`src/bridge_consts.svh`:
```
/*
 * DMA write bridge constants
 * widths, tag count, power-up delay and DMA response codes
 */
`ifndef BRIDGE_CONSTS_SVH
`define BRIDGE_CONSTS_SVH

// tag space
`define BR_TAG_W      4
`define BR_TAGS       16

// command payload widths
`define BR_DATA_W     64
`define BR_EA_W       32
`define BR_BE_W       8

// cycles from reset release to start of free-tag fill
`define BR_PWRUP_CYC  14

// one-hot DMA response codes
`define BR_RESP_GOOD  3'b001
`define BR_RESP_RETRY 3'b010
`define BR_RESP_BAD   3'b100

`endif

```
`src/bridge_pkg.sv`:
```
/*
 * DMA write bridge types
 * command, response and response-code types shared across the bridge
 */
`include "bridge_consts.svh"

package bridge_pkg;

   // ====================
   // response codes
   // ====================

   // one-hot code carried by every DMA response
   typedef enum logic [2:0] {
      RESP_GOOD  = `BR_RESP_GOOD,
      RESP_RETRY = `BR_RESP_RETRY,
      RESP_BAD   = `BR_RESP_BAD
   } resp_code_e;

   // ====================
   // commands
   // ====================

   // local write command, 104 bits
   typedef struct packed {
      logic [`BR_DATA_W-1:0] data;
      logic [`BR_EA_W-1:0]   ea;
      logic [`BR_BE_W-1:0]   be;
   } lcl_cmd_t;

   // command on the DMA side, local command plus tag
   typedef struct packed {
      lcl_cmd_t              cmd;
      logic [`BR_TAG_W-1:0]  tag;
   } dma_cmd_t;

   // ====================
   // responses
   // ====================

   typedef struct packed {
      logic [`BR_TAG_W-1:0]  tag;
      resp_code_e            code;
   } dma_resp_t;

   // ok high for a good response, low for bad
   typedef struct packed {
      logic [`BR_TAG_W-1:0]  tag;
      logic                  ok;
   } lcl_resp_t;

endpackage

```
`src/tag_fifo.sv`:
```
/*
 * tag FIFO
 * first-word-fall-through register-array FIFO, BR_TAGS deep,
 * with occupancy count; holds free tags or retry tags
 */
`include "bridge_consts.svh"

module tag_fifo #(
   parameter int DATA_W = 4
) (
   input  logic                 clk,
   input  logic                 rst_n,
   input  logic [DATA_W-1:0]    din,
   input  logic                 wr_en,
   input  logic                 rd_en,
   output logic [DATA_W-1:0]    dout,
   output logic                 empty,
   output logic                 full,
   output logic [`BR_TAG_W:0]   count
);

   localparam logic [`BR_TAG_W:0] DEPTH = `BR_TAGS;

   logic [DATA_W-1:0]    mem [`BR_TAGS];
   logic [`BR_TAG_W-1:0] wr_ptr;
   logic [`BR_TAG_W-1:0] rd_ptr;
   logic [`BR_TAG_W:0]   cnt;

   // pointers wrap on their own, depth is a power of two
   always_ff @(posedge clk or negedge rst_n)
   begin
      if (!rst_n)
      begin
         wr_ptr <= '0;
         rd_ptr <= '0;
         cnt    <= '0;
      end
      else
      begin
         if (wr_en)
            wr_ptr <= wr_ptr + 1'b1;
         if (rd_en)
            rd_ptr <= rd_ptr + 1'b1;
         // simultaneous push and pop leaves the count alone
         case ({wr_en, rd_en})
            2'b10:   cnt <= cnt + 1'b1;
            2'b01:   cnt <= cnt - 1'b1;
            default: cnt <= cnt;
         endcase
      end
   end

   // storage
   always_ff @(posedge clk)
   begin
      if (wr_en)
         mem[wr_ptr] <= din;
   end

   // head word is visible without a read request
   assign dout  = mem[rd_ptr];
   assign empty = (cnt == '0);
   assign full  = (cnt == DEPTH);
   assign count = cnt;

   // the producer must never push into a full queue
   a_no_overflow : assert property (@(posedge clk) disable iff (!rst_n)
      wr_en |-> !full);

   // the consumer must only pop a valid head
   a_no_underflow : assert property (@(posedge clk) disable iff (!rst_n)
      rd_en |-> !empty);

endmodule

```
`src/tag_pool.sv`:
```
/*
 * tag pool
 * fills the free-tag FIFO with every tag after power-up, hands out
 * the head tag on request and takes released tags back
 */
`include "bridge_consts.svh"

module tag_pool (
   input  logic                 clk,
   input  logic                 rst_n,
   input  logic                 tag_take,
   output logic [`BR_TAG_W-1:0] free_tag,
   output logic                 tag_avail,
   input  logic                 rel_valid,
   input  logic [`BR_TAG_W-1:0] rel_tag,
   output logic                 all_free
);

   // keep one spare tag so a registered ready never overshoots the pool
   localparam logic [`BR_TAG_W:0] AVAIL_MIN = 2;

   logic [4:0]           pwr_cnt;
   logic                 fill_start;
   logic                 fill_active;
   logic                 fill_done;
   logic [`BR_TAG_W-1:0] fill_cnt;
   logic                 fifo_wr_q;
   logic [`BR_TAG_W-1:0] fifo_din_q;
   logic [`BR_TAG_W:0]   free_cnt;

   // ====================
   // power-up fill
   // ====================

   // counter stops once the wait is over
   always_ff @(posedge clk or negedge rst_n)
   begin
      if (!rst_n)
         pwr_cnt <= '0;
      else if (pwr_cnt != 5'(`BR_PWRUP_CYC))
         pwr_cnt <= pwr_cnt + 1'b1;
   end

   // one-cycle pulse on the last wait cycle
   assign fill_start = (pwr_cnt == 5'(`BR_PWRUP_CYC - 1));

   // sequencer walks tags 0 to BR_TAGS-1, one per cycle
   always_ff @(posedge clk or negedge rst_n)
   begin
      if (!rst_n)
      begin
         fill_active <= 1'b0;
         fill_done   <= 1'b0;
         fill_cnt    <= '0;
      end
      else
      begin
         if (fill_start)
            fill_active <= 1'b1;
         else if (fill_active && (&fill_cnt))
            fill_active <= 1'b0;
         if (fill_active && (&fill_cnt))
            fill_done <= 1'b1;
         if (fill_active)
            fill_cnt <= fill_cnt + 1'b1;
      end
   end

   // ====================
   // free-tag FIFO
   // ====================

   // fill and release share one registered write port
   always_ff @(posedge clk or negedge rst_n)
   begin
      if (!rst_n)
         fifo_wr_q <= 1'b0;
      else
         fifo_wr_q <= fill_active || rel_valid;
   end

   always_ff @(posedge clk)
   begin
      fifo_din_q <= fill_active ? fill_cnt : rel_tag;
   end

   tag_fifo #(
      .DATA_W (`BR_TAG_W)
   ) free_fifo_i (
      .clk   (clk),
      .rst_n (rst_n),
      .din   (fifo_din_q),
      .wr_en (fifo_wr_q),
      .rd_en (tag_take),
      .dout  (free_tag),
      .empty (),
      .full  (all_free),
      .count (free_cnt)
   );

   // no tag leaves before the pool is complete
   assign tag_avail = fill_done && (free_cnt >= AVAIL_MIN);

   // a release needs a tag that is out on the DMA side
   a_no_surplus_release : assert property (@(posedge clk) disable iff (!rst_n)
      rel_valid |-> !all_free);

endmodule

```
`src/resp_retry_ctrl.sv`:
```
/*
 * response and retry control
 * sorts DMA responses by code, queues retry tags, releases finished
 * tags and reports them locally; raises a hold under retry pressure
 */
`include "bridge_consts.svh"

module resp_retry_ctrl (
   input  logic                  clk,
   input  logic                  rst_n,
   input  logic                  dma_resp_valid,
   input  bridge_pkg::dma_resp_t dma_resp,
   output logic                  rel_valid,
   output logic [`BR_TAG_W-1:0]  rel_tag,
   output logic                  lcl_resp_valid,
   output bridge_pkg::lcl_resp_t lcl_resp,
   input  logic                  retry_pop,
   output logic                  retry_pending,
   output logic [`BR_TAG_W-1:0]  retry_head,
   output logic                  retry_hold
);

   localparam logic [`BR_TAG_W:0] HOLD_LVL = `BR_TAGS / 2;

   logic                 is_good;
   logic                 is_retry;
   logic                 is_bad;
   logic                 rty_wr_q;
   logic [`BR_TAG_W-1:0] rty_tag_q;
   logic                 rty_empty;
   logic [`BR_TAG_W:0]   rty_cnt;

   // single decode of the one-hot code
   assign is_good  = (dma_resp.code == bridge_pkg::RESP_GOOD);
   assign is_retry = (dma_resp.code == bridge_pkg::RESP_RETRY);
   assign is_bad   = (dma_resp.code == bridge_pkg::RESP_BAD);

   // ====================
   // finished tags
   // ====================

   // tag goes back to the pool, which registers it
   assign rel_valid = dma_resp_valid && (is_good || is_bad);
   assign rel_tag   = dma_resp.tag;

   always_ff @(posedge clk or negedge rst_n)
   begin
      if (!rst_n)
         lcl_resp_valid <= 1'b0;
      else
         lcl_resp_valid <= rel_valid;
   end

   always_ff @(posedge clk)
   begin
      lcl_resp.tag <= dma_resp.tag;
      lcl_resp.ok  <= is_good;
   end

   // ====================
   // retry queue
   // ====================

   always_ff @(posedge clk or negedge rst_n)
   begin
      if (!rst_n)
         rty_wr_q <= 1'b0;
      else
         rty_wr_q <= dma_resp_valid && is_retry;
   end

   always_ff @(posedge clk)
   begin
      rty_tag_q <= dma_resp.tag;
   end

   tag_fifo #(
      .DATA_W (`BR_TAG_W)
   ) retry_fifo_i (
      .clk   (clk),
      .rst_n (rst_n),
      .din   (rty_tag_q),
      .wr_en (rty_wr_q),
      .rd_en (retry_pop),
      .dout  (retry_head),
      .empty (rty_empty),
      .full  (),
      .count (rty_cnt)
   );

   assign retry_pending = !rty_empty;

   // hold new commands from half full until the queue drains
   always_ff @(posedge clk or negedge rst_n)
   begin
      if (!rst_n)
         retry_hold <= 1'b0;
      else if (rty_empty)
         retry_hold <= 1'b0;
      else if (rty_cnt >= HOLD_LVL)
         retry_hold <= 1'b1;
   end

   a_code_onehot : assert property (@(posedge clk) disable iff (!rst_n)
      dma_resp_valid |-> $onehot(dma_resp.code));

endmodule

```
`src/cmd_buffer.sv`:
```
/*
 * command buffer
 * one local command per tag, kept for re-issue on retry;
 * synchronous write, registered read
 */
`include "bridge_consts.svh"

module cmd_buffer (
   input  logic                 clk,
   input  logic                 wr_en,
   input  logic [`BR_TAG_W-1:0] wr_tag,
   input  bridge_pkg::lcl_cmd_t wr_cmd,
   input  logic [`BR_TAG_W-1:0] rd_tag,
   output bridge_pkg::lcl_cmd_t rd_cmd
);

   bridge_pkg::lcl_cmd_t mem [`BR_TAGS];

   // write port, filled one cycle after accept
   always_ff @(posedge clk)
   begin
      if (wr_en)
         mem[wr_tag] <= wr_cmd;
   end

   // read port, data one cycle after the address
   // a tag is never read and written in the same cycle
   always_ff @(posedge clk)
   begin
      rd_cmd <= mem[rd_tag];
   end

endmodule

```
`src/cmd_issue.sv`:
```
/*
 * command issue
 * accepts local commands, picks new or retried commands and drives
 * the DMA command port two cycles after the decision
 */
`include "bridge_consts.svh"

module cmd_issue (
   input  logic                 clk,
   input  logic                 rst_n,
   input  logic                 lcl_cmd_valid,
   input  bridge_pkg::lcl_cmd_t lcl_cmd,
   output logic                 lcl_cmd_ready,
   input  logic                 dma_cmd_ready,
   output logic                 dma_cmd_valid,
   output bridge_pkg::dma_cmd_t dma_cmd,
   output logic                 tag_take,
   input  logic [`BR_TAG_W-1:0] free_tag,
   input  logic                 tag_avail,
   output logic                 retry_pop,
   input  logic                 retry_pending,
   input  logic [`BR_TAG_W-1:0] retry_head,
   input  logic                 retry_hold,
   output logic                 buf_wr_en,
   output logic [`BR_TAG_W-1:0] buf_wr_tag,
   output bridge_pkg::lcl_cmd_t buf_wr_cmd,
   output logic [`BR_TAG_W-1:0] buf_rd_tag,
   input  bridge_pkg::lcl_cmd_t buf_rd_cmd
);

   logic                 accept;
   logic                 new_vld_q;
   bridge_pkg::lcl_cmd_t new_cmd_q;
   logic [`BR_TAG_W-1:0] new_tag_q;
   logic                 rty_vld_q;
   logic [`BR_TAG_W-1:0] rty_tag_q;

   // ====================
   // decisions
   // ====================

   // ready needs a spare tag, DMA credit and no retry pressure
   always_ff @(posedge clk or negedge rst_n)
   begin
      if (!rst_n)
         lcl_cmd_ready <= 1'b0;
      else
         lcl_cmd_ready <= tag_avail && dma_cmd_ready && !retry_hold;
   end

   assign accept   = lcl_cmd_valid && lcl_cmd_ready;
   assign tag_take = accept;

   // retries only use cycles without a local accept
   assign retry_pop  = retry_pending && dma_cmd_ready && !accept;
   assign buf_rd_tag = retry_head;

   // ====================
   // alignment stage
   // ====================

   always_ff @(posedge clk or negedge rst_n)
   begin
      if (!rst_n)
      begin
         new_vld_q <= 1'b0;
         rty_vld_q <= 1'b0;
      end
      else
      begin
         new_vld_q <= accept;
         rty_vld_q <= retry_pop;
      end
   end

   always_ff @(posedge clk)
   begin
      new_cmd_q <= lcl_cmd;
      new_tag_q <= free_tag;
      rty_tag_q <= retry_head;
   end

   // new command is stored while it moves to the DMA port
   assign buf_wr_en  = new_vld_q;
   assign buf_wr_tag = new_tag_q;
   assign buf_wr_cmd = new_cmd_q;

   // ====================
   // DMA port
   // ====================

   always_ff @(posedge clk or negedge rst_n)
   begin
      if (!rst_n)
         dma_cmd_valid <= 1'b0;
      else
         dma_cmd_valid <= new_vld_q || rty_vld_q;
   end

   // retried command comes from the buffer under its original tag
   always_ff @(posedge clk)
   begin
      if (rty_vld_q)
      begin
         dma_cmd.cmd <= buf_rd_cmd;
         dma_cmd.tag <= rty_tag_q;
      end
      else
      begin
         dma_cmd.cmd <= new_cmd_q;
         dma_cmd.tag <= new_tag_q;
      end
   end

endmodule

```
`src/data_bridge_top.sv`:
```
/*
 * DMA write-command bridge
 * tag pool, retry control, command buffer and issue logic
 */
`include "bridge_consts.svh"

module data_bridge_top (
   input  logic                  clk,
   input  logic                  rst_n,
   input  logic                  lcl_cmd_valid,
   input  bridge_pkg::lcl_cmd_t  lcl_cmd,
   output logic                  lcl_cmd_ready,
   input  logic                  dma_cmd_ready,
   output logic                  dma_cmd_valid,
   output bridge_pkg::dma_cmd_t  dma_cmd,
   input  logic                  dma_resp_valid,
   input  bridge_pkg::dma_resp_t dma_resp,
   output logic                  lcl_resp_valid,
   output bridge_pkg::lcl_resp_t lcl_resp,
   output logic                  buf_empty
);

   // pool to issue
   logic [`BR_TAG_W-1:0] free_tag;
   logic                 tag_avail;
   logic                 tag_take;
   // response side to pool and issue
   logic                 rel_valid;
   logic [`BR_TAG_W-1:0] rel_tag;
   logic                 retry_pending;
   logic [`BR_TAG_W-1:0] retry_head;
   logic                 retry_hold;
   logic                 retry_pop;
   // buffer ports
   logic                 buf_wr_en;
   logic [`BR_TAG_W-1:0] buf_wr_tag;
   bridge_pkg::lcl_cmd_t buf_wr_cmd;
   logic [`BR_TAG_W-1:0] buf_rd_tag;
   bridge_pkg::lcl_cmd_t buf_rd_cmd;

   tag_pool tag_pool_i (
      .clk       (clk),
      .rst_n     (rst_n),
      .tag_take  (tag_take),
      .free_tag  (free_tag),
      .tag_avail (tag_avail),
      .rel_valid (rel_valid),
      .rel_tag   (rel_tag),
      .all_free  (buf_empty)
   );

   resp_retry_ctrl resp_retry_ctrl_i (
      .clk            (clk),
      .rst_n          (rst_n),
      .dma_resp_valid (dma_resp_valid),
      .dma_resp       (dma_resp),
      .rel_valid      (rel_valid),
      .rel_tag        (rel_tag),
      .lcl_resp_valid (lcl_resp_valid),
      .lcl_resp       (lcl_resp),
      .retry_pop      (retry_pop),
      .retry_pending  (retry_pending),
      .retry_head     (retry_head),
      .retry_hold     (retry_hold)
   );

   cmd_buffer cmd_buffer_i (
      .clk    (clk),
      .wr_en  (buf_wr_en),
      .wr_tag (buf_wr_tag),
      .wr_cmd (buf_wr_cmd),
      .rd_tag (buf_rd_tag),
      .rd_cmd (buf_rd_cmd)
   );

   cmd_issue cmd_issue_i (
      .clk           (clk),
      .rst_n         (rst_n),
      .lcl_cmd_valid (lcl_cmd_valid),
      .lcl_cmd       (lcl_cmd),
      .lcl_cmd_ready (lcl_cmd_ready),
      .dma_cmd_ready (dma_cmd_ready),
      .dma_cmd_valid (dma_cmd_valid),
      .dma_cmd       (dma_cmd),
      .tag_take      (tag_take),
      .free_tag      (free_tag),
      .tag_avail     (tag_avail),
      .retry_pop     (retry_pop),
      .retry_pending (retry_pending),
      .retry_head    (retry_head),
      .retry_hold    (retry_hold),
      .buf_wr_en     (buf_wr_en),
      .buf_wr_tag    (buf_wr_tag),
      .buf_wr_cmd    (buf_wr_cmd),
      .buf_rd_tag    (buf_rd_tag),
      .buf_rd_cmd    (buf_rd_cmd)
   );

endmodule

```
`config.mk`:
```
export PLATFORM = sky130hd
export DESIGN_NAME = data_bridge_top
export DESIGN_NICKNAME = d
export VERILOG_FILES = /design/src/bridge_pkg.sv /design/src/tag_fifo.sv /design/src/tag_pool.sv /design/src/resp_retry_ctrl.sv /design/src/cmd_buffer.sv /design/src/cmd_issue.sv /design/src/data_bridge_top.sv
export VERILOG_INCLUDE_DIRS = /design/src
export SDC_FILE = /design/constraint.sdc
export NUM_CORES = 2
export LEC_CHECK = 0
export BUFFER_PORTS_ARGS = -buffer_cell sky130_fd_sc_hd__clkbuf_2
export CAP_MARGIN = 20
export CORE_UTILIZATION = 60
export CTS_CLUSTER_DIAMETER = 150
export CTS_CLUSTER_SIZE = 16
export DETAILED_ROUTE_END_ITERATION = 12
export PLACE_DENSITY = 0.77
export SLEW_MARGIN = 0
export SYNTH_ARGS = -nofsm -noshare
export SYNTH_HDL_FRONTEND = slang
export SYNTH_SLANG_ARGS = --single-unit
```
`constraint.sdc`:
```
create_clock -name clk -period 10.8 [get_ports clk]
set_clock_uncertainty 0.1 [all_clocks]
set_input_delay 1.08 -clock clk [delete_from_list [all_inputs] [get_ports clk]]
set_output_delay 1.08 -clock clk [all_outputs]
set_load 0.01 [all_outputs]
```
==> flow_summary.yaml <==
final_layout:
  mostFrequentLayoutCells: "edfxtp_1 (1792), o21ai_0 (508), nand3_1 (491), dfxtp_1 (333), a211oi_1 (311)"
  ff_latch_area_sq_um: 61600
  layout_commonest_cell: "edfxtp_1"
  multi_input_area_sq_um: 19000
  area_growth_pct: 8.34
  nets: 5689
  nFillCells: 9128
  drive_above_1_share_pct: 11.6
  final_cells: 7459
sta:
  worstMarginPinSlew_ns: 1.16
  setup_tns_ns: 0
  period_needed_ns: 5.44
  slew-limit-headroom_pct: 22.9
  finalCritPeriodShare_pct: 50.4
  setup_viol: 0
  fmax_mhz: 184
  rsz0062_at_grt: "false"
  hold_viol_final: 0
  drv_slew: 0
worst_setup_path:
  worstPathCellList: "buf_8 > mux4_2 > a22o_1 > a221oi_4 > buf_4 > inv_2 > nand3_4 > buf_4 > a211oi_1 > nor4_1 > o221ai_1"
  slowest_stage: "buf_4"
  slowest_delay_ns: 0.87
  critPathKind: "flop to flop"
  crit_end: "cmd_buffer_i.rd_cmd[12]"
  crit_start: "resp_retry_ctrl_i.retry_fifo_i.rd_ptr[0]"
  worstPathMaxFanout: 61
  cp_common_cell: "buf_4"
  rrSetupSlack_ns: 5.36
  r2r-start: "resp_retry_ctrl_i.retry_fifo_i.rd_ptr[0]"
  cp.arrival_ns: 5.99
  path_buf_inv: 4
  cp_top_family: "buffers and inverters"
  critPathLaunchType: "flop"
  reg2reg_depth: 11
  crit_cells: 11
  worstSetupEndpointType: "flop"
  required_ns: 11.34
  r2r-end: "cmd_buffer_i.rd_cmd[12]"
logic_synthesis:
  async_flop_share_pct: 2.07
  synth_cells: 5607
  synth_warnings: 0
  synth.yosys.seq_area_share_pct: 74.5
  syn_avg_cell_area_sq_um: 14.7
  ys_types: 63
  synth_fp_nets: 5745
  synthFlopType: "edfxtp_1"
  synth_edf_count: 1792
  ys_ff_latch: 2170
  syn_area_sq_um: 82600
route:
  drc_errors: 2
  first_pass_iters: 10
  vias: 52097
  first_iter_violations: 7286
  viasPerCell: 6.98
  ant_nets: 0
  drt_wl_total_um: 212000
  wl_per_cell_um: 28.4
power:
  p_sw_mw: 11.1
  p_per_area_nw_per_um2: 297
  peakVddDrop_mv: 0.380
  p_leak_nw: 28.8
  power_mw: 26.6
  p_sw_share_pct: 41.6
  p_comb_share_pct: 41.9
  power.share.clock_pct: 20.7
  p_seq_share_pct: 37.4
  p_int_mw: 15.5
clocking:
  cts_buffer_depth: 3
  cts_buffers: 153
  clock-sinks: 2170
  post_cts_resized: 0
  h-tree-depth: 4
  ctsHoldBuffers: 0
  clockRootBuffer: "clkbuf_16"
  cts_setup_buffers: 0
  clock_latency_ns: 0.82
  path_clk_slew_ns: 0.07
  cts_tree: "built"
grt:
  gr-total-overflow: 0
  grtUsageTotal_pct: 30.0
  grt_max_degree: 246
  antenna_found_initial: 11
  grt_pass1_wl_um: 316000
  grt_pass1_vias: 51216
floorplan:
  floorplan.initialDensity_pct: 60.7
  core_area_sq_um: 136000
  die_h_um: 373
  die_x_um: 373
  io-pin-count: 233
  dieArea_sq_um: 139000
  rows: 135
placed_design:
  place.gp.congestion: 0.790
  dp_hpwl_um: 97700
  io_buffers: 232
  place_inst: 7175
outcome:
  status: "complete, but fails checks"
  violations: "design-rule violations"
worst_hold_path:
  hp-class: "input port to asynchronous set/reset pin"
job:
  drv_cap: 0
## through the flow
stage	util (%)	worst slack [ns]	cell area (sq um)	hold slack [ns]
floorplan	-	2.11	82600	0.309
global placement	62.4	5.16	85000	0.336
detailed placement	62.4	5.03	85000	0.340
CTS	65.7	5.01	89500	0.216
global route	65.8	5.17	89500	0.230
finish	65.8	5.36	89500	0.251
## synth_stat cells, drive strengths merged, types with 17 or more instances
cell	n	share of area, %
a31o	34	0.36
edfxtp	1792	65
xnor2	17	0.18
a211o	70	0.74
o311ai	34	0.36
a211oi	311	2.8
dfrtp	45	1.4
o221ai	69	0.73
nand2	174	0.79
mux2	118	1.6
ha	21	0.32
and3	144	1.1
o21ai	529	3.2
nor4	70	0.53
inv	55	0.25
a21oi	148	0.90
nor3	85	0.51
nand3	492	3.0
a31oi	35	0.26
dfxtp	333	8.1
nor2	38	0.17
mux4	24	0.65
o41ai	35	0.37
nand4	38	0.29
clkbuf	447	2.0
a311oi	173	1.8
a221oi	40	0.43
and2	48	0.36
mux2i	17	0.21
buf	74	0.48
a2111oi	35	0.37
## worst min-delay path by stage
| stage | cells past startpoint | startpoint | slack (ns) | endpoint |
|---|---|---|---|---|
| final | 2 | rst_n | 0.25 | tag_pool_i.fill_cnt[0] |
| after global routing | 1 | lcl_cmd[32] | 0.23 | cmd_issue_i.buf_wr_cmd[32] |
| after floorplan | 1 | resp_retry_ctrl_i.retry_hold | 0.31 | cmd_issue_i.lcl_cmd_ready |
| after CTS | 1 | lcl_cmd[77] | 0.22 | cmd_issue_i.buf_wr_cmd[77] |
| after global placement | 1 | cmd_buffer_i.rd_cmd[73] | 0.34 | cmd_issue_i.dma_cmd[77] |
| after detailed placement | 1 | cmd_buffer_i.rd_cmd[92] | 0.34 | cmd_issue_i.dma_cmd[96] |
## layer usage
layer	up-vias	share of wire (%)	global-route usage, %	wire [um]
met3	552	11	6.16	23400
met5	-	0.026	0	56
met2	3384	47	47.2	99700
met4	10	3.8	11.8	8010
li1	22163	-	-	-
met1	25988	38	41.4	80700
## power groups by stage
stage          clock network (mW)  logic (mW)  registers, mW
6_report                     5.51        11.2           9.96
5_1_grt                      5.84        11.8           10.0
4_1_cts                      5.55        10.9           9.97
3_5_place_dp                    0        10.8           10.1
3_3_place_gp                    0        10.6           10.1
2_1_floorplan                   0        7.63           9.99
## final cells by class
cell class              count  share of cell area, %
flip-flops and latches   2170                   68.8
clock inverters             8                  0.120
well taps                1781                   2.49
repair buffers            310                   2.21
diodes                      2                0.00559
inverters                  55                  0.250
multi-input cells        2861                   21.2
clock buffers             272                   4.89
## state kept, by name, summed over array words and instances (netlist names), 5 cells and up
name and flops:
cmd_issue_i.buf_wr_cmd 104, tag_pool_i.free_fifo_i.mem 64, resp_retry_ctrl_i.retry_fifo_i.count 5, cmd_buffer_i.rd_cmd 104
resp_retry_ctrl_i.lcl_resp 5, resp_retry_ctrl_i.retry_fifo_i.mem 64, cmd_buffer_i.mem 1664, cmd_issue_i.dma_cmd 108
tag_pool_i.free_fifo_i.count 5, tag_pool_i.pwr_cnt 5
## worst register-to-register path: cells and delay by family (launching register included)
kind / cells / cell delay [ns]
buffers and inverters: 4 / 2.06
and+or+nand+nor: 2 / 1.14
AOI/OAI and AO/OA: 4 / 0.78
DFF: 1 / 0.69
muxes: 1 / 0.52
## cells by family (layout without fill, tap and decap cells)
group | Yosys count | count (layout) | share of synthesized area [%]
DFF | 2170 | 2170 | 74.5
AOI/OAI and AO/OA | 1538 | 1538 | 12.6
and+or+nand+nor | 1113 | 1113 | 6.94
buffers and inverters | 576 | 645 | 2.76
muxes | 159 | 159 | 2.47
xor gates and xnor gates | 29 | 29 | 0.307
adders and majority gates | 22 | 22 | 0.342
other | 0 | 2 | 0
(Power assumes the default switching activity.)
